<file path="config.mk">
export PLATFORM = sky130hd
export DESIGN_NAME = apb_front
export DESIGN_NICKNAME = d
export VERILOG_FILES = /design/src/verilog/cache_geom_pkg.sv /design/src/verilog/cache_op_pkg.sv /design/src/verilog/apb_front.sv
export SDC_FILE = /design/constraint.sdc
export NUM_CORES = 1
export LEC_CHECK = 0
export BUFFER_PORTS_ARGS = -buffer_cell sky130_fd_sc_hd__buf_2
export CORE_AREA = 2 2 70 72
export DETAILED_ROUTE_END_ITERATION = 8
export DIE_AREA = 0 0 72 74
export GPL_TIMING_DRIVEN = 0
export SYNTH_ARGS = -nofsm -noshare
export SYNTH_HDL_FRONTEND = slang
export SYNTH_SLANG_ARGS = --single-unit
</file>
<file path="constraint.sdc">
create_clock -name g -period 2.8 [get_ports g]
set_input_delay 0.28 -clock g [delete_from_list [all_inputs] [get_ports g]]
set_output_delay 0.28 -clock g [all_outputs]
set_load 0.01 [all_outputs]
</file>
<file path="src/verilog/cache_geom_pkg.sv">
package cache_geom_pkg;

    // ~~~~~~~~~~~~~~~~~~~~~~~~~~~~~~~~~~~~~~~~~~~~~~~~~~~~~~~~~~~~
    // Processor side
    // ~~~~~~~~~~~~~~~~~~~~~~~~~~~~~~~~~~~~~~~~~~~~~~~~~~~~~~~~~~~~

    localparam int addr_w = 32;              // APB byte address.
    localparam int word_w = 32;
    localparam int byte_off_w = 2;           // Byte offset below the word address.

    // ~~~~~~~~~~~~~~~~~~~~~~~~~~~~~~~~~~~~~~~~~~~~~~~~~~~~~~~~~~~~
    // Backing memory
    // ~~~~~~~~~~~~~~~~~~~~~~~~~~~~~~~~~~~~~~~~~~~~~~~~~~~~~~~~~~~~

    localparam int mem_words_log2 = 10;      // 1024 words.
    localparam int mem_words = 1 << mem_words_log2;

    // Every paddr bit from here up must be zero for an in-range access.
    localparam int word_addr_top = byte_off_w + mem_words_log2;

    // ~~~~~~~~~~~~~~~~~~~~~~~~~~~~~~~~~~~~~~~~~~~~~~~~~~~~~~~~~~~~
    // Cache geometry
    // ~~~~~~~~~~~~~~~~~~~~~~~~~~~~~~~~~~~~~~~~~~~~~~~~~~~~~~~~~~~~

    // A line is a single word, so the word address splits
    // straight into tag and index with no line offset.
    localparam int index_w = 4;
    localparam int tag_w = mem_words_log2 - index_w;
    localparam int num_sets = 1 << index_w;

    localparam int num_ways = 2;             // The controller is built for two ways.

endpackage

</file>
<file path="src/verilog/cache_op_pkg.sv">
package cache_op_pkg;

    typedef enum logic {
        OP_READ  = 1'b0,
        OP_WRITE = 1'b1
    } op_e;

    // Cache controller.
    typedef enum logic [2:0] {
        ST_IDLE,
        ST_LOOKUP,
        ST_WRITEBACK,
        ST_REFILL,
        ST_DONE
    } ctrl_state_e;

    // APB front end.
    typedef enum logic {
        AP_IDLE,
        AP_WAIT
    } apb_state_e;

    // Address check status, one flag per fault kind.
    localparam int status_w = 2;
    localparam int stat_misalign = 0;
    localparam int stat_range = 1;

endpackage

</file>
<file path="src/verilog/apb_front.sv">
`timescale 1ns/10ps

module apb_front (
    input  logic                                 g,
    input  logic                                 rst_n,
    input  logic                                 psel,
    input  logic                                 penable,
    input  logic                                 pwrite,
    input  logic [cache_geom_pkg::addr_w-1:0]    paddr,
    input  logic [cache_geom_pkg::word_w-1:0]    pwdata,
    output logic [cache_geom_pkg::word_w-1:0]    prdata,
    output logic                                 pready,
    output logic                                 pslverr,
    output logic                                 req,
    output cache_op_pkg::op_e                    req_op,
    output logic [cache_geom_pkg::index_w-1:0]   req_index,
    output logic [cache_geom_pkg::tag_w-1:0]     req_tag,
    output logic [cache_geom_pkg::word_w-1:0]    req_wdata,
    input  logic                                 rsp,
    input  logic [cache_geom_pkg::word_w-1:0]    rsp_rdata
);

    cache_op_pkg::apb_state_e state, state_nxt;
    logic access;
    logic addr_bad;
    logic [cache_op_pkg::status_w-1:0] addr_status;

    assign access = psel & penable;

    assign addr_status[cache_op_pkg::stat_misalign] =
        |paddr[cache_geom_pkg::byte_off_w-1:0];
    assign addr_status[cache_op_pkg::stat_range] =
        |paddr[cache_geom_pkg::addr_w-1:cache_geom_pkg::word_addr_top];
    assign addr_bad = |addr_status;

    // APB keeps paddr and pwdata steady through the access phase,
    // so the request fields need no holding register here.
    assign {req_tag, req_index} =
        paddr[cache_geom_pkg::word_addr_top-1:cache_geom_pkg::byte_off_w];
    assign req_op = pwrite ? cache_op_pkg::OP_WRITE : cache_op_pkg::OP_READ;
    assign req_wdata = pwdata;

    assign req = (state == cache_op_pkg::AP_IDLE) & access & ~addr_bad;

    always_comb begin
        pready = 1'b0;
        pslverr = 1'b0;
        prdata = '0;
        if (state == cache_op_pkg::AP_IDLE) begin
            pready = access & addr_bad;      // Faulty address ends in its first access cycle.
            pslverr = access & addr_bad;
        end else begin
            pready = rsp;
            prdata = rsp ? rsp_rdata : '0;
        end
    end

    always_comb begin
        state_nxt = state;
        case (state)
            cache_op_pkg::AP_IDLE: if (req) state_nxt = cache_op_pkg::AP_WAIT;
            cache_op_pkg::AP_WAIT: if (rsp) state_nxt = cache_op_pkg::AP_IDLE;
            default: state_nxt = cache_op_pkg::AP_IDLE;
        endcase
    end

    always_ff @(posedge g or negedge rst_n) begin
        if (!rst_n) begin
            state <= cache_op_pkg::AP_IDLE;
        end else begin
            state <= state_nxt;
        end
    end

    // The cache only answers a request that this block issued.
    a_rsp_in_wait: assert property (@(posedge g) disable iff (!rst_n)
        rsp |-> state == cache_op_pkg::AP_WAIT);

endmodule

</file>
Word-level counts from Yosys, hierarchy flattened. Cells that the tools add are included.

Register bits after elaboration: 1. Input bits: 102. Output and inout bits: 78.

Muxes and demuxes: 8. Bitwise operators: 6. Reduce and logical (&&, ||, !) cells: 1.

Operators by type and width (count): 32-bit 2-to-1 mux (2); 22-bit OR reduction (1); 1-bit 2-to-1 mux (5); 1-bit bitwise AND (4); 1-bit inverter (2); 1-bit case mux with 2 select lines (1).

Depth between registers and ports, before layout. Gate-level depths: netlist of the first run.

Depth in word-level cells: 5. Mapped depth: 3. Depth with buffers taken out: 3.

Least setup slack after synthesis of the first run. OpenSTA, ideal clock, no wires.

Path kind: register to output. Start point: register state. End point: output pready. Arrival: 1.032 ns. Setup slack: 1.488 ns. Cell stages (with the launch flop): 4. Buffers on the path: 0. Cells stage by stage: dfrtp_1 nand3b_1 and2_1 a31oi_1.

Word-level cells in the longest chain between the ends: 1.

RTL lines: from (decl) (line apb_front.sv:23) `cache_op_pkg::apb_state_e state, state_nxt;`; from (signal assigned) (line apb_front.sv:69) `state <= cache_op_pkg::AP_IDLE;`; from (signal assigned) (line apb_front.sv:71) `state <= state_nxt;`; 1-bit 2-to-1 mux (line apb_front.sv:49) `if (state == cache_op_pkg::AP_IDLE) begin`; to (decl) (line apb_front.sv:12) `output logic pready,`.

Every way passes these cells.

Final worst setup path of the first run.
Start point: input paddr[22] in the netlist's numbering. End point: output req.

Word-level cells in the longest chain between the ends: 3.

RTL lines: from (decl) (line apb_front.sv:9) `input logic [cache_geom_pkg::addr_w-1:0] paddr,`; 22-bit OR reduction (line apb_front.sv:34) `assign addr_bad = |addr_status;`; 1-bit inverter (line apb_front.sv:43) `assign req = (state == cache_op_pkg::AP_IDLE) & access & ~addr_bad;`; 1-bit bitwise AND (line apb_front.sv:43); to (decl) (line apb_front.sv:14) `output logic req,`.

Every way passes these cells.

==> results.yml, run 1 <==
outcome:
  status: "complete, no violations"
setup_path:
  startpoint_type: "input port"
  crit_type: "input port to output port"
  worstPathArrival_ps: 1260
  required_ps: 2520
  cp_max_fo: 2
  endpoint_kind: "output port"
sta:
  period_needed_ps: 1538
  setup_slack_ps: 1262
  fin_skew_ps: 0
  fmax_ghz: 0.6503
  slew_headroom_pct: 78.50
  tightest_slew_ps: 319.6
  maxSlewViolCount: 0
  rsz0062_at_grt: "false"
  fin_tns_setup_ps: 0
  setup_viol: 0
  finalHoldViolations: 0
  period_share_pct: 54.92
routing:
  remaining_drc_errors: 0
  wl_met3_um: 392
  wl_per_cell_um: 9.624
  drt_iter0_drc: 14
  via_per_inst: 3.907
  dr.pass1.iters: 4
  vias: 1133
  wl_met1_um: 948
  totalWireLength_um: 2791
  final_antenna_net_count: 0
  routed.top_layer: "met3"
  wl_met2_um: 1450
floorplan:
  dieWidth_um: 72
  fp-row-count: 25
  die_h_um: 74
  core_um2: 4598
  die_area_um2: 5328
  start_util_pct: 15.43
  io_pins: 180
placement:
  gp_congestion: 0.6376
  preCtsSetupSlack_ps: 1223
  place_inst: 290
  numPortBuffers: 136
clocking:
  ctsHoldBuffers: 0
  cts_resized: 0
  clk_latency_ps: 0
  postCtsSetupRepairBufs: 0
  clkTransAtPathRegs_ps: 0
power_and_ir_drop:
  finalPower_uw: 160.1
  irDropWorstVdd_mv: 0.04498
  power.static_leakage_nw: 1.039
  power_density_nw_per_um2: 109.8
grt:
  grt_usage_pct: 8.340
  grt_pass1_wl_um: 3677
  overflow: 0
  grt_start_max_net_pins: 11
  grt_pass1_vias: 838
  antenna_found_initial: 0
synth:
  ys_warn_count: 0
  ys_seq_elements: 1
  synth_area_um2: 709.4
  ys_seq_area_share_pct: 3.527
  syn_area_per_cell_um2: 7.094
  synth.distinct_cells: 17
  synth_nets: 202
  synthCells: 100
cells_and_area:
  drive_gt1_share_pct: 78.39
  fin_cells: 290
  regArea_um2: 25.02
  largest_reg_flops: 1
  syn_to_final_growth_pct: 105.5
  regMostFlops: "state"
  multi_input_area_um2: 339.1
  largestRegisters: "state x1"
  antenna_cells: 0
  fillCellCount: 494
  fin_nets: 340
job:
  cap_violations: 0
worst_hold_path:
  hold_class: "input port to asynchronous set/reset pin"
==> cell type report <==
type,count,share of cell area [%]
Buffer,49,23.69
Timing Repair Buffer,136,46.70
Tap cell,54,4.635
Multi-Input combinational cell,50,23.26
Sequential cell,1,1.717
==> metal layers <==
metal / GRT usage, % / vias up
met1: 9.268 / 462
li1: - / 577
met3: 0.6775 / 0
met5: 0 / -
met2: 18.00 / 94
met4: 0 / 0
==> layout by cell type, fill, tap and decap left out <==
| cell type | instances |
|---|---|
| buf_2 | 136 |
| buf_4 | 43 |
| and3_1 | 32 |
| clkbuf_1 | 6 |
| nor4_2 | 4 |
| nand2_1 | 2 |
| and2_1 | 2 |
| nor4_1 | 1 |
| nor2_1 | 1 |
| nand4_1 | 1 |
| nand3b_1 | 1 |
| nor3_1 | 1 |
| nand2b_1 | 1 |
| o31ai_2 | 1 |
| and4_2 | 1 |
| a31oi_1 | 1 |
| a21oi_1 | 1 |
| dfrtp_1 | 1 |
==> worst paths after layout <==
path | start | slack (ps) | cells after the start | endpoint
min reg2reg | state$_DFF_PN0_ | 690 | 2 | state$_DFF_PN0_
max in group asynchronous | rst_n | 2660 | 1 | state$_DFF_PN0_
min | rst_n | 60 | 1 | state$_DFF_PN0_
max reg2reg | state$_DFF_PN0_ | 1750 | 2 | state$_DFF_PN0_
min in group g | paddr[15] | 630 | 4 | state$_DFF_PN0_
max | paddr[22] | 1260 | 5 | req
==> critical path, stage by stage <==
cell	delay, ps
buf_2	100
nor4_2	300
nand4_1	200
nor3_1	210
buf_2	160
==> cells in the mapped netlist, drive strengths merged <==
cell	instances	area, um^2
nand2	2	7.510
nor4	5	56.31
nor2	1	3.750
a31oi	1	6.260
nand4	1	6.260
buf	43	322.8
nand3b	1	7.510
a21oi	1	5.000
and3	32	200.2
nand2b	1	6.260
and4	1	10.01
nor3	1	5.000
o31ai	1	12.51
clkbuf	6	22.52
dfrtp	1	25.02
and2	2	12.51
==> power breakdown <==
group          internal (mW)  leakage [nW]  switching, mW
Sequential            0.0147        0.0140   0.0000000107
Clock                      0             0              0
Combinational         0.0913          1.02         0.0541
==> cell families (layout without fill, tap and decap cells) <==
logic type / after synthesis / after routing / synth area share (%)
buf+inv: 49 / 185 / 48.68
compound gates: 3 / 3 / 3.351
simple gates: 47 / 47 / 44.45
flops: 1 / 1 / 3.527
==> through the flow <==
stage,util [%],hold slack (ps),instance area (um^2)
2_1_floorplan,-,-15.59,709.4
3_3_place_gp,31.70,55.06,1458
3_5_place_dp,31.70,56.47,1458
4_1_cts,31.70,56.71,1458
5_1_grt,31.70,57.03,1458
6_report,31.70,55.07,1458
Note: power is estimated with default switching activity, not from simulation.
==> run 2, diff against run 1 <==
==> constraint.sdc (replaced) <==
create_clock -name g -period 1.35 [get_ports g]
set_input_delay 0.135 -clock g [delete_from_list [all_inputs] [get_ports g]]
set_output_delay 0.135 -clock g [all_outputs]
set_load 0.01 [all_outputs]
==> results.yml, run 2 (same netlist as run 1, synthesis figures left out) <==
outcome:
  status: "complete, no violations"
sta:
  slew_headroom_pct: 80.15
  period_share_pct: 92.65
  finalHoldViolations: 0
  maxSlewViolCount: 0
  fin_skew_ps: 0
  setup_viol: 0
  fmax_ghz: 0.7995
  rsz0062_at_grt: "false"
  fin_tns_setup_ps: 0
  setup_slack_ps: 99.25
  tightest_slew_ps: 297.7
  period_needed_ps: 1251
setup_path:
  r2r_cells: 3
  required_ps: 1220
  worst_r2r_startpoint: "state$_DFF_PN0_"
  startpoint: "state$_DFF_PN0_"
  crit_buf_inv: 1
  critPathSlowestCell: "dfrtp_2"
  timing.rr.end: "state$_DFF_PN0_"
  worstPathArrival_ps: 1120
  r2r_slack_ps: 290
  startpoint_type: "register"
  endpoint_kind: "output port"
  path_cells: "nand3b_1, and2_1, a31oi_1, buf_2"
  crit_type: "register to output port"
  cp_max_fo: 6
  cp.depth: 4
  critPathMaxStageDelay_ps: 430
  critPathTopFamily: "flip-flops"
routing:
  vias: 1161
  drt_iter0_drc: 14
  wl_per_cell_um: 9.675
  totalWireLength_um: 2854
  final_antenna_net_count: 0
  dr.pass1.iters: 4
  remaining_drc_errors: 0
  via_per_inst: 3.936
grt:
  grt_pass1_wl_um: 3795
  grt_usage_pct: 8.567
  overflow: 0
  grt_start_max_net_pins: 11
  antenna_found_initial: 0
  grt_pass1_vias: 868
clocking:
  clkTransAtPathRegs_ps: 0
  clk_latency_ps: 0
power_and_ir_drop:
  p_comb_share_pct: 91.0
  p_clk_share_pct: 0
  power_density_nw_per_um2: 225.6
  seqPwrFrac_pct: 9.0
  switchingPower_uw: 115.0
  power.static_leakage_nw: 1.062
  irDropWorstVdd_mv: 0.09140
  swShare_pct: 33.75
  finalPower_uw: 340.7
  power.internal_uw: 225.7
cells_and_area:
  mostFrequentLayoutCells: "buf_2 (136), buf_4 (47), and3_1 (32)"
  fin_area_um2: 1510
  syn_to_final_growth_pct: 112.9
  regMostFlops: "state"
  final_common_cell: "buf_2"
  antenna_cells: 0
  fin_nets: 345
  drive_gt1_share_pct: 79.67
  fillCellCount: 496
  largest_reg_flops: 1
  largestRegisters: "state x1"
placement:
  preCtsSetupSlack_ps: -78.49
  numPortBuffers: 136
  gp_congestion: 0.6376
  place_area_um2: 1458
floorplan:
  die_h_um: 74
  io_pins: 180
  core_um2: 4598
  die_area_um2: 5328
  dieWidth_um: 72
  fp-row-count: 25
  start_util_pct: 15.43
worst_hold_path:
  hold_class: "input port to asynchronous set/reset pin"
job:
  cap_violations: 0
## run 2: worst max-delay path by stage
stage,endpoint,slack [ps]
after global routing,pready,10
after global placement,pready,-80
after floorplan,pready,180
after CTS,pready,20
final,pready,100
after detailed placement,pready,-80
## run 2: power by group through the flow
stage          sequential (mW)  combinational, mW  clock [mW]
2_1_floorplan           0.0305              0.152           0
3_3_place_gp            0.0305              0.302           0
3_5_place_dp            0.0305              0.305           0
4_1_cts                 0.0305              0.312           0
5_1_grt                 0.0305              0.340           0
6_report                0.0305              0.310           0
## run 2: repair_timing
| action | 4_1_cts | 5_1_grt |
|---|---|---|
| buffers inserted | 2 | 2 |
| endpoints found under the hold margin | 1 | 0 |
| hold buffers | 1 | 0 |
| gates resized for setup | 1 | 2 |
| setup endpoints to repair | 1 | 2 |
## run 2: area by class of cell
type	instances	area [um^2]	share of cell area [%]
Multi-Input combinational cell	50	350.3	23.20
Sequential cell	1	26.28	1.740
Buffer	49	345.3	22.87
Timing Repair Buffer	141	720.7	47.72
Tap cell	54	67.56	4.474
## run 2: layer usage
| metal | routed length, um | up-vias | track usage [%] |
|---|---|---|---|
| met3 | 393 | 0 | 0.6775 |
| met1 | 957 | 480 | 9.431 |
| met2 | 1503 | 94 | 18.62 |
| met5 | 0 | - | 0 |
| li1 | - | 587 | - |
| met4 | 0 | 0 | 0 |
## run 2: stage by stage
step | utilization, % | hold WS (ps) | std cells
3_5_place_dp | 31.70 | -88.53 | 290
3_3_place_gp | 31.70 | -89.94 | 290
5_1_grt | 32.84 | 456.5 | 295
4_1_cts | 32.27 | 451.9 | 293
6_report | 32.84 | 453.0 | 295
2_1_floorplan | - | -160.6 | 100
