[config.mk]
export PLATFORM = sky130hd
export DESIGN_NAME = dcache
export DESIGN_NICKNAME = d
export VERILOG_FILES = /design/src/verilog/cache_geom_pkg.sv /design/src/verilog/cache_op_pkg.sv /design/src/verilog/dcache.sv /design/src/verilog/way_ram.sv
export SDC_FILE = /design/constraint.sdc
export NUM_CORES = 1
export LEC_CHECK = 0
export BUFFER_PORTS_ARGS = -buffer_cell sky130_fd_sc_hd__buf_4
export CORE_AREA = 2 2 339 308
export DETAILED_ROUTE_END_ITERATION = 8
export DIE_AREA = 0 0 341 310
export GPL_ROUTABILITY_DRIVEN = 0
export PLACE_DENSITY = 0.81
export SLEW_MARGIN = 20
export SYNTH_ARGS = -nofsm -noshare
export SYNTH_HDL_FRONTEND = slang
export SYNTH_SLANG_ARGS = --single-unit
[constraint.sdc]
create_clock -name g -period 4.09 [get_ports g]
set_clock_uncertainty 0.05 [all_clocks]
set_input_delay 0.2045 -clock g [delete_from_list [all_inputs] [get_ports g]]
set_output_delay 0.2045 -clock g [all_outputs]
set_load 0.02 [all_outputs]
[src/verilog/cache_geom_pkg.sv]
package cache_geom_pkg;

    // ~~~~~~~~~~~~~~~~~~~~~~~~~~~~~~~~~~~~~~~~~~~~~~~~~~~~~~~~~~~~
    // Processor side
    // ~~~~~~~~~~~~~~~~~~~~~~~~~~~~~~~~~~~~~~~~~~~~~~~~~~~~~~~~~~~~

    localparam int addr_w = 32;              // APB byte address.
    localparam int word_w = 32;
    localparam int byte_off_w = 2;           // Byte offset below the word address.

    // ~~~~~~~~~~~~~~~~~~~~~~~~~~~~~~~~~~~~~~~~~~~~~~~~~~~~~~~~~~~~
    // Backing memory
    // ~~~~~~~~~~~~~~~~~~~~~~~~~~~~~~~~~~~~~~~~~~~~~~~~~~~~~~~~~~~~

    localparam int mem_words_log2 = 10;      // 1024 words.
    localparam int mem_words = 1 << mem_words_log2;

    // Every paddr bit from here up must be zero for an in-range access.
    localparam int word_addr_top = byte_off_w + mem_words_log2;

    // ~~~~~~~~~~~~~~~~~~~~~~~~~~~~~~~~~~~~~~~~~~~~~~~~~~~~~~~~~~~~
    // Cache geometry
    // ~~~~~~~~~~~~~~~~~~~~~~~~~~~~~~~~~~~~~~~~~~~~~~~~~~~~~~~~~~~~

    // A line is a single word, so the word address splits
    // straight into tag and index with no line offset.
    localparam int index_w = 4;
    localparam int tag_w = mem_words_log2 - index_w;
    localparam int num_sets = 1 << index_w;

    localparam int num_ways = 2;             // The controller is built for two ways.

endpackage

[src/verilog/cache_op_pkg.sv]
package cache_op_pkg;

    typedef enum logic {
        OP_READ  = 1'b0,
        OP_WRITE = 1'b1
    } op_e;

    // Cache controller.
    typedef enum logic [2:0] {
        ST_IDLE,
        ST_LOOKUP,
        ST_WRITEBACK,
        ST_REFILL,
        ST_DONE
    } ctrl_state_e;

    // APB front end.
    typedef enum logic {
        AP_IDLE,
        AP_WAIT
    } apb_state_e;

    // Address check status, one flag per fault kind.
    localparam int status_w = 2;
    localparam int stat_misalign = 0;
    localparam int stat_range = 1;

endpackage

[src/verilog/dcache.sv]
`timescale 1ns/10ps

module dcache (
    input  logic                                         g,
    input  logic                                         rst_n,
    input  logic                                         req,
    input  cache_op_pkg::op_e                            req_op,
    input  logic [cache_geom_pkg::index_w-1:0]           req_index,
    input  logic [cache_geom_pkg::tag_w-1:0]             req_tag,
    input  logic [cache_geom_pkg::word_w-1:0]            req_wdata,
    output logic                                         rsp,
    output logic [cache_geom_pkg::word_w-1:0]            rsp_rdata,
    output logic                                         mem_req,
    output logic                                         mem_we,
    output logic [cache_geom_pkg::mem_words_log2-1:0]    mem_addr,
    output logic [cache_geom_pkg::word_w-1:0]            mem_wdata,
    input  logic                                         mem_ack,
    input  logic [cache_geom_pkg::word_w-1:0]            mem_rdata
);

    cache_op_pkg::ctrl_state_e state, state_nxt;
    logic [cache_geom_pkg::num_sets-1:0] lru;       // Points at the next victim way.
    logic victim_q;
    logic lookup_victim;
    logic [cache_geom_pkg::num_ways-1:0] hit;
    logic [cache_geom_pkg::num_ways-1:0] way_we;
    logic wr_dirty;
    logic [cache_geom_pkg::word_w-1:0] wr_data;
    logic [cache_geom_pkg::num_ways-1:0] rd_valid;
    logic [cache_geom_pkg::num_ways-1:0] rd_dirty;
    logic [cache_geom_pkg::tag_w-1:0] rd_tag [cache_geom_pkg::num_ways];
    logic [cache_geom_pkg::word_w-1:0] rd_data [cache_geom_pkg::num_ways];

    // ~~~~~~~~~~~~~~~~~~~~~~~~~~~~~~~~~~~~~~~~~~~~~~~~~~~~~~~~~~~~
    // Lookup
    // ~~~~~~~~~~~~~~~~~~~~~~~~~~~~~~~~~~~~~~~~~~~~~~~~~~~~~~~~~~~~

    assign hit[0] = rd_valid[0] & (rd_tag[0] == req_tag);
    assign hit[1] = rd_valid[1] & (rd_tag[1] == req_tag);
    assign lookup_victim = lru[req_index];

    always_comb begin
        state_nxt = state;
        case (state)
            cache_op_pkg::ST_IDLE: if (req) state_nxt = cache_op_pkg::ST_LOOKUP;
            cache_op_pkg::ST_LOOKUP: begin
                if (|hit) begin
                    state_nxt = cache_op_pkg::ST_DONE;
                end else if (rd_valid[lookup_victim] & rd_dirty[lookup_victim]) begin
                    state_nxt = cache_op_pkg::ST_WRITEBACK;
                end else begin
                    state_nxt = cache_op_pkg::ST_REFILL;
                end
            end
            cache_op_pkg::ST_WRITEBACK: if (mem_ack) state_nxt = cache_op_pkg::ST_REFILL;
            cache_op_pkg::ST_REFILL: begin
                if (req_op == cache_op_pkg::OP_WRITE || mem_ack) begin
                    state_nxt = cache_op_pkg::ST_DONE;
                end
            end
            default: state_nxt = cache_op_pkg::ST_IDLE;  // ST_DONE lasts one cycle.
        endcase
    end

    always_ff @(posedge g or negedge rst_n) begin
        if (!rst_n) begin
            state <= cache_op_pkg::ST_IDLE;
            lru <= '0;
            victim_q <= 1'b0;
        end else begin
            state <= state_nxt;
            if (state == cache_op_pkg::ST_LOOKUP) begin
                victim_q <= lookup_victim;
            end
            if (state == cache_op_pkg::ST_LOOKUP && |hit) begin
                lru[req_index] <= hit[0];
            end else if (state == cache_op_pkg::ST_REFILL && |way_we) begin
                lru[req_index] <= ~victim_q;
            end
        end
    end

    // ~~~~~~~~~~~~~~~~~~~~~~~~~~~~~~~~~~~~~~~~~~~~~~~~~~~~~~~~~~~~
    // Way updates and memory port
    // ~~~~~~~~~~~~~~~~~~~~~~~~~~~~~~~~~~~~~~~~~~~~~~~~~~~~~~~~~~~~

    // A write miss fills the line from the write data, so only read
    // misses fetch from memory.
    always_comb begin
        way_we = '0;
        wr_dirty = 1'b1;
        wr_data = req_wdata;
        if (state == cache_op_pkg::ST_LOOKUP && req_op == cache_op_pkg::OP_WRITE) begin
            way_we = hit;
        end else if (state == cache_op_pkg::ST_REFILL) begin
            if (req_op == cache_op_pkg::OP_WRITE) begin
                way_we[victim_q] = 1'b1;
            end else if (mem_ack) begin
                way_we[victim_q] = 1'b1;
                wr_dirty = 1'b0;
                wr_data = mem_rdata;
            end
        end
    end

    assign mem_we = (state == cache_op_pkg::ST_WRITEBACK);
    assign mem_req = mem_we |
        (state == cache_op_pkg::ST_REFILL && req_op == cache_op_pkg::OP_READ);
    // The arrays still show the victim during write-back.
    assign mem_addr = mem_we ? {rd_tag[victim_q], req_index} : {req_tag, req_index};
    assign mem_wdata = rd_data[victim_q];

    always_ff @(posedge g) begin
        if (state == cache_op_pkg::ST_LOOKUP) begin
            rsp_rdata <= hit[1] ? rd_data[1] : rd_data[0];
        end else if (state == cache_op_pkg::ST_REFILL && mem_ack) begin
            rsp_rdata <= mem_rdata;
        end
    end

    assign rsp = (state == cache_op_pkg::ST_DONE);

    way_ram way0 (
        .g        (g),
        .rst_n    (rst_n),
        .rd_index (req_index),
        .wr_en    (way_we[0]),
        .wr_index (req_index),
        .wr_valid (1'b1),
        .wr_dirty (wr_dirty),
        .wr_tag   (req_tag),
        .wr_data  (wr_data),
        .rd_valid (rd_valid[0]),
        .rd_dirty (rd_dirty[0]),
        .rd_tag   (rd_tag[0]),
        .rd_data  (rd_data[0])
    );

    way_ram way1 (
        .g        (g),
        .rst_n    (rst_n),
        .rd_index (req_index),
        .wr_en    (way_we[1]),
        .wr_index (req_index),
        .wr_valid (1'b1),
        .wr_dirty (wr_dirty),
        .wr_tag   (req_tag),
        .wr_data  (wr_data),
        .rd_valid (rd_valid[1]),
        .rd_dirty (rd_dirty[1]),
        .rd_tag   (rd_tag[1]),
        .rd_data  (rd_data[1])
    );

    a_one_way_hit: assert property (@(posedge g) disable iff (!rst_n)
        state == cache_op_pkg::ST_LOOKUP |-> !(&hit));
    a_mem_req_held: assert property (@(posedge g) disable iff (!rst_n)
        mem_req && !mem_ack |=> mem_req);
    a_rsp_pulse: assert property (@(posedge g) disable iff (!rst_n)
        rsp |=> !rsp);

endmodule

[src/verilog/way_ram.sv]
`timescale 1ns/10ps

module way_ram (
    input  logic                                 g,
    input  logic                                 rst_n,
    input  logic [cache_geom_pkg::index_w-1:0]   rd_index,
    input  logic                                 wr_en,
    input  logic [cache_geom_pkg::index_w-1:0]   wr_index,
    input  logic                                 wr_valid,
    input  logic                                 wr_dirty,
    input  logic [cache_geom_pkg::tag_w-1:0]     wr_tag,
    input  logic [cache_geom_pkg::word_w-1:0]    wr_data,
    output logic                                 rd_valid,
    output logic                                 rd_dirty,
    output logic [cache_geom_pkg::tag_w-1:0]     rd_tag,
    output logic [cache_geom_pkg::word_w-1:0]    rd_data
);

    logic [cache_geom_pkg::num_sets-1:0] valid_q;
    logic                                dirty_mem [cache_geom_pkg::num_sets];
    logic [cache_geom_pkg::tag_w-1:0]    tag_mem [cache_geom_pkg::num_sets];
    logic [cache_geom_pkg::word_w-1:0]   data_mem [cache_geom_pkg::num_sets];

    // Valid bits live in flops so that reset empties the whole way at once.
    always_ff @(posedge g or negedge rst_n) begin
        if (!rst_n) begin
            valid_q <= '0;
            rd_valid <= 1'b0;
        end else begin
            if (wr_en) begin
                valid_q[wr_index] <= wr_valid;
            end
            rd_valid <= valid_q[rd_index];
        end
    end

    always_ff @(posedge g) begin
        if (wr_en) begin
            dirty_mem[wr_index] <= wr_dirty;
            tag_mem[wr_index] <= wr_tag;
            data_mem[wr_index] <= wr_data;
        end
        rd_dirty <= dirty_mem[rd_index];       // Old contents on a same-set write.
        rd_tag <= tag_mem[rd_index];
        rd_data <= data_mem[rd_index];
    end

endmodule
Word level (Yosys, flattened, before mapping)
Memory sizes are Yosys's and may differ from the RTL's. A register that Yosys moved wholly into a read port is not among the register bits.
Index checks and enable logic that the tools add are counted.
{"block": "totals", "n_memories": 6, "mem_bits_rw": 1248, "register_bits": 86, "rom_bits": 0, "out_inout_bits": 77, "in_bits": 79, "elab_cells": 102, "latch_bits": 0}
{"block": "op_classes", "reduce_logical": 14, "n_lt_le_gt_ge": 6, "n_shift": 0, "n_div": 0, "mux": 50, "bitwise": 9, "n_addsub": 0, "multipliers": 0, "eq_ne": 9}
{"name": "way0.data_mem", "depth": 16, "width": 32, "read_ports": 1, "rd_ports_with_merged_regs": 1, "write_ports": 1, "line": "way_ram.sv:22", "text": "logic [cache_geom_pkg::word_w-1:0] data_mem [cache_geom_pkg::num_sets];"}
{"name": "way1.data_mem", "depth": 16, "width": 32, "read_ports": 1, "rd_ports_with_merged_regs": 1, "write_ports": 1, "line": "way_ram.sv:22"}
{"name": "way0.tag_mem", "depth": 16, "width": 6, "read_ports": 1, "rd_ports_with_merged_regs": 1, "write_ports": 1, "line": "way_ram.sv:21", "text": "logic [cache_geom_pkg::tag_w-1:0] tag_mem [cache_geom_pkg::num_sets];"}
{"name": "way1.tag_mem", "depth": 16, "width": 6, "read_ports": 1, "rd_ports_with_merged_regs": 1, "write_ports": 1, "line": "way_ram.sv:21"}
{"name": "way0.dirty_mem", "depth": 16, "width": 1, "read_ports": 1, "rd_ports_with_merged_regs": 1, "write_ports": 1, "line": "way_ram.sv:20", "text": "logic dirty_mem [cache_geom_pkg::num_sets];"}
{"name": "way1.dirty_mem", "depth": 16, "width": 1, "read_ports": 1, "rd_ports_with_merged_regs": 1, "write_ports": 1, "line": "way_ram.sv:20"}
{"cell": "32-bit two-way mux", "count": 10}
{"cell": "16-bit bitwise mux", "count": 2}
{"cell": "16-bit two-way mux", "count": 2}
{"cell": "16-bit OR", "count": 2}
{"cell": "1-bit two-way mux", "count": 18}
{"cell": "6-bit two-way mux", "count": 3}
{"cell": "1-bit binary-select mux with 4-bit select", "count": 3}
{"cell": "6-bit == test", "count": 2}
{"cell": "3-bit two-way mux", "count": 4}
{"cell": "3-bit case mux with 4 select lines", "count": 1}
{"cell": "10-bit two-way mux", "count": 1}
{"cell": "2-bit two-way mux", "count": 4}
{"cell": "1-bit logical AND", "count": 7}
{"cell": "3-bit by 2-bit == test with 1-bit output, second input constant", "count": 2}
{"cell": "4-bit by 5-bit less-than comparator with 1-bit output, second input constant", "count": 1}
{"cell": "1-bit demux with 4-bit select", "count": 1}
{"cell": "4-bit by 1-bit >= comparator with 1-bit output, second input constant", "count": 1}
{"cell": "1-bit by 2-bit less-than comparator with 1-bit output, second input constant", "count": 2}
{"cell": "2-bit inequality test, second input constant", "count": 2}
{"cell": "2-bit nonzero test", "count": 2}
{"cell": "2-bit OR reduction", "count": 2}
{"cell": "1-bit AND", "count": 3}
{"cell": "3-bit by 1-bit == test with 1-bit output, second input constant", "count": 1}
{"cell": "3-bit == test, second input constant", "count": 1}
{"cell": "10 further kinds", "count": 11}

Longest topological paths before layout
{"block": "depth", "word_depth": 12, "depth_mapped": 8, "ltp_nobuf": 5}

Hierarchy
A second synthesis with hierarchy kept.
{"block": "hier_totals", "hier_cells": 2474, "area_unflattened_um2": 54287.1}
{"module": "way_ram at way1", "cells_per_inst": 1057, "area_each_um2": 25240.5, "instances": 1, "seq_area_each_um2": 19944.1}
{"module": "way_ram at way0", "cells_per_inst": 1057, "area_each_um2": 25238.0, "instances": 1, "seq_area_each_um2": 19944.1}
{"module": "dcache", "cells_per_inst": 360, "area_each_um2": 3808.7, "instances": 1, "seq_area_each_um2": 1461.4}

Worst setup path after synthesis
Ideal clock, no wire load.
{"block": "synth_path", "kind": "flip-flop to flip-flop", "from": "reg state[1]", "to": "mem way0.data_mem[15][0] (netlist name) (enable)", "t_required_ps": 3604, "synth_period_minus_slack_ps": 3524, "path_slack_ps": 566, "arrival_ps": 3038, "stages_incl_launch_ff": 7, "setup_ps": 436, "n_path_buf": 2, "path_cell_list": "dfrtp_1 -> nor3b_1 -> buf_2 -> nand2_1 -> o32a_1 -> buf_2 -> nor2_1"}
{"block": "synth_between", "elab_chain_cells": 5, "elab_cells_between_ends": 7, "classes_between": "2 x eq/ne; 4 x mux; 1 x reduce/logical"}
{"item": "start, declared", "line": "dcache.sv:21", "text": "cache_op_pkg::ctrl_state_e state, state_nxt;"}
{"item": "start signal, assigned", "line": "dcache.sv:67", "text": "state <= cache_op_pkg::ST_IDLE;"}
{"item": "start signal, assigned", "line": "dcache.sv:71", "text": "state <= state_nxt;"}
{"item": "3-bit by 2-bit == test with 1-bit output or 3-bit by 1-bit == test with 1-bit output (tied branches)", "line": "dcache.sv:95, dcache.sv:93"}
{"item": "2-bit two-way mux or 1-bit logical AND (tied branches)", "line": "dcache.sv:95, dcache.sv:93"}
{"item": "2-bit two-way mux (*)", "line": "dcache.sv:93", "text": "if (state == cache_op_pkg::ST_LOOKUP && req_op == cache_op_pkg::OP_WRITE) begin"}
{"item": "1-bit two-way mux (*)", "line": "way_ram.sv:38", "text": "if (wr_en) begin"}
{"item": "1-bit two-way mux (implied by the code) (*)", "line": "way_ram.sv:41", "text": "data_mem[wr_index] <= wr_data;"}
{"item": "end, declared", "line": "way_ram.sv:22"}
Every way passes the cells marked *; elsewhere a longest branch is shown, timed or not.

Worst setup path in the final report
{"block": "layout_path", "from": "reg state[0]", "to": "mem way0.data_mem[9][7] (netlist name) (enable)"}
The elaborated chain is that of the path after synthesis.

==> run metrics <==
outcome complete, no violations; worst min-delay path class primary input to asynchronous set/reset pin; input/output buffers 155; Distinct cells, synth 39; post-DP HPWL 71800 microns; Post-Syn Area 0.0537 sq mm; Slew @ Worst Pin 1130 ps; layout cells sized above 1 34.6%; initial antenna violation count 0; clk root buf clkbuf_16; CTS tree built; clock tree buffer depth 3; Max Slew Vio Count 0; H-tree levels 4; Switch Pwr 7.73 mW; DRT iter0 DRCs 3802; crit end category flop; Fin. Hold Viols 0; Post-synth ARST share 3.82%; Finished Core Util 60.6%; area leader, netlist edfxtp_1; unrepaired setup endpoints after global routing no; worst path bufs/invs 2; PD cells 529 mW/mm^2; first-pass GRT wire length 197000 microns; worst skew pair latency 750 ps; worst hold slack 11.7 ps; register bit total from synthesis 1412; VDD IR max 375 uV; DR pass1 iterations 6; crit path DAT 3620 ps; total leakage power 20.2 nW; final setup TNS 0 ps; post-synthesis sequential area ratio 77.0%; Reg power frac 51.2%; CP Class flop to flop; DR DRC count 0; Cell Chain, Critical Path nor3b_2, buf_4, nand2_1, o32a_2, nor2_4, buf_12; ANT nets after route 0; Combinational Power Share 10.1%; delay-heaviest family, CP simple AND/OR/NAND/NOR gates; Post-synth EDFFs 1280; Synth-to-Final Area Change 15.5%; # IOs 156; clock-pin slew on the worst setup and hold paths 60 ps; Die Y 310 microns; total wire length 136000 microns; setup violators final 0; hold-fix buffers at CTS 42; gr usage total 26.1%; Pwr Total 32.8 mW; NumNets Final 2706; number of setup buffers added after CTS 0; part of the power in the clock network 38.7%; largest cells by area after synthesis edfxtp_1, mux4_2, dfxtp_1, dfrtp_1, mux2_2; CP max stage cell nor2_4; Via density 6.48; maximum fanout along the worst path 20; commonest cells in the synthesized netlist edfxtp_1, mux4_2, nor2_1, dfxtp_1, mux2_2; Post-Syn Area per Cell 22.9 sq um; CTS buffer count 135; gr ovfl total 0; CP startpoint kind flop; slew margin rel. 24.6%; Mapped Cells 2346; Vias 26600; # clock sinks 1412; vias in the first global route 27600; YS warnings 0; post-synth top area share 71.6%; CP required 4460 ps; Tmin final 3250 ps; Rows 112; WL/cell 33.1 microns; period utilization 79.3%; largest net degree at the start of global routing 134; Starting Density 52.4%; most common flop cell mapped by yosys edfxtp_1; die width 341 microns; critical path's largest stage delay 760 ps; die area 0.106 sq mm; most frequent cell after synthesis edfxtp_1; CORE AREA 0.102 sq mm; Fmax achieved 308 MHz; cell-internal power 25.1 mW; max-cap viol count 0; Synth Net Count 2425; switching share of total power 23.6%; post-cts resize count 0
==> flip-flops by register name, summed over array words and instances (netlist names), 32 cells and up <==
register       count
way0.data_mem    512
way1.data_mem    512
way0.tag_mem      96
way1.tag_mem      96
rsp_rdata         32
way0.rd_data      32
way1.rd_data      32
==> cell type report <==
| type | count | area, sq um |
|---|---|---|
| Antenna cell | 2 | 5.00 |
| Clock buffer | 179 | 3720 |
| Clock inverter | 66 | 754 |
| Fill cell | 6540 | 40400 |
| Inverter | 3 | 11.3 |
| Multi-Input combinational cell | 803 | 12000 |
| Sequential cell | 1412 | 41400 |
| Tap cell | 1368 | 1710 |
| Timing Repair Buffer | 272 | 2470 |
==> metal layers <==
| metal | up-vias | GRT usage (%) | part of all wire [%] |
|---|---|---|---|
| met3 | 347 | 5.57 | 8.9 |
| met4 | 0 | 10.2 | 3.8 |
| met2 | 1786 | 43.8 | 51 |
| met5 | - | 0 | 0 |
| met1 | 14000 | 33.9 | 36 |
| li1 | 10400 | - | - |
==> cell families after synthesis <==
family | synth area share [%]
DFF | 77.0
xor gates and xnor gates | 0.196
and+or+nand+nor | 1.80
AOI/OAI and AO/OA | 0.785
muxes | 19.1
buffers and inverters | 1.16
==> cell usage in the layout, fill, tap and decap left out, types with 3 or more instances in the layout <==
master	netlist	layout
buf_12	0	23
nor2_1	119	86
nor2b_1	6	6
dfrtp_1	54	53
dlygate4sd3_1	0	42
clkbuf_8	0	9
nand3_1	7	7
nand4_1	3	3
nor3_1	11	10
nand2b_1	5	5
mux2i_1	42	42
buf_4	4	203
mux2_2	64	64
clkinv_2	0	13
clkbuf_1	59	31
dfxtp_1	78	78
xor2_1	3	3
nand2_1	19	18
or2_2	13	13
inv_1	3	3
a221oi_1	16	16
bufinv_16	0	14
clkbuf_16	0	139
or2_1	21	21
edfxtp_1	1280	1280
inv_6	0	9
clkinvlp_4	0	5
xnor2_1	9	9
a21oi_1	41	41
clkinv_1	0	19
nor2_4	0	32
mux4_2	404	404
==> power by group through the flow <==
stage	registers (mW)	logic [mW]	clock network, mW
2_1_floorplan	17.2	1.70	0
3_3_place_gp	17.0	3.13	0
3_5_place_dp	17.1	3.24	0
4_1_cts	16.8	3.34	12.8
5_1_grt	16.8	3.54	13.3
6_report	16.8	3.32	12.7
==> path summary, 6_finish.rpt <==
check / startpoint / end / slack (ps) / cells after the start
max: state[0]$_DFFE_PN0P_ / way0.data_mem[9][7]$_DFFE_PP_ / 840 / 6
min: rst_n / way0.valid_q[8]$_DFFE_PN0P_ / 10 / 2
max reg2reg: state[0]$_DFFE_PN0P_ / way0.data_mem[9][7]$_DFFE_PP_ / 840 / 6
min reg2reg: way1.valid_q[2]$_DFFE_PN0P_ / way1.valid_q[2]$_DFFE_PN0P_ / 420 / 1
max in group asynchronous: rst_n / victim_q$_DFFE_PN0N_ / 3410 / 2
min in group g: req / state[0]$_DFFE_PN0P_ / 80 / 6
==> stage by stage <==
stage               setup slack (ps)  cell area [sq um]  cells
CTS                              874              62000   4102
detailed placement               915              57100   3815
finish                           845              62000   4105
global placement                 973              57100   3815
global route                     673              62000   4103
floorplan                        566              53700   2346
Power figures use the tool's default switching activity.
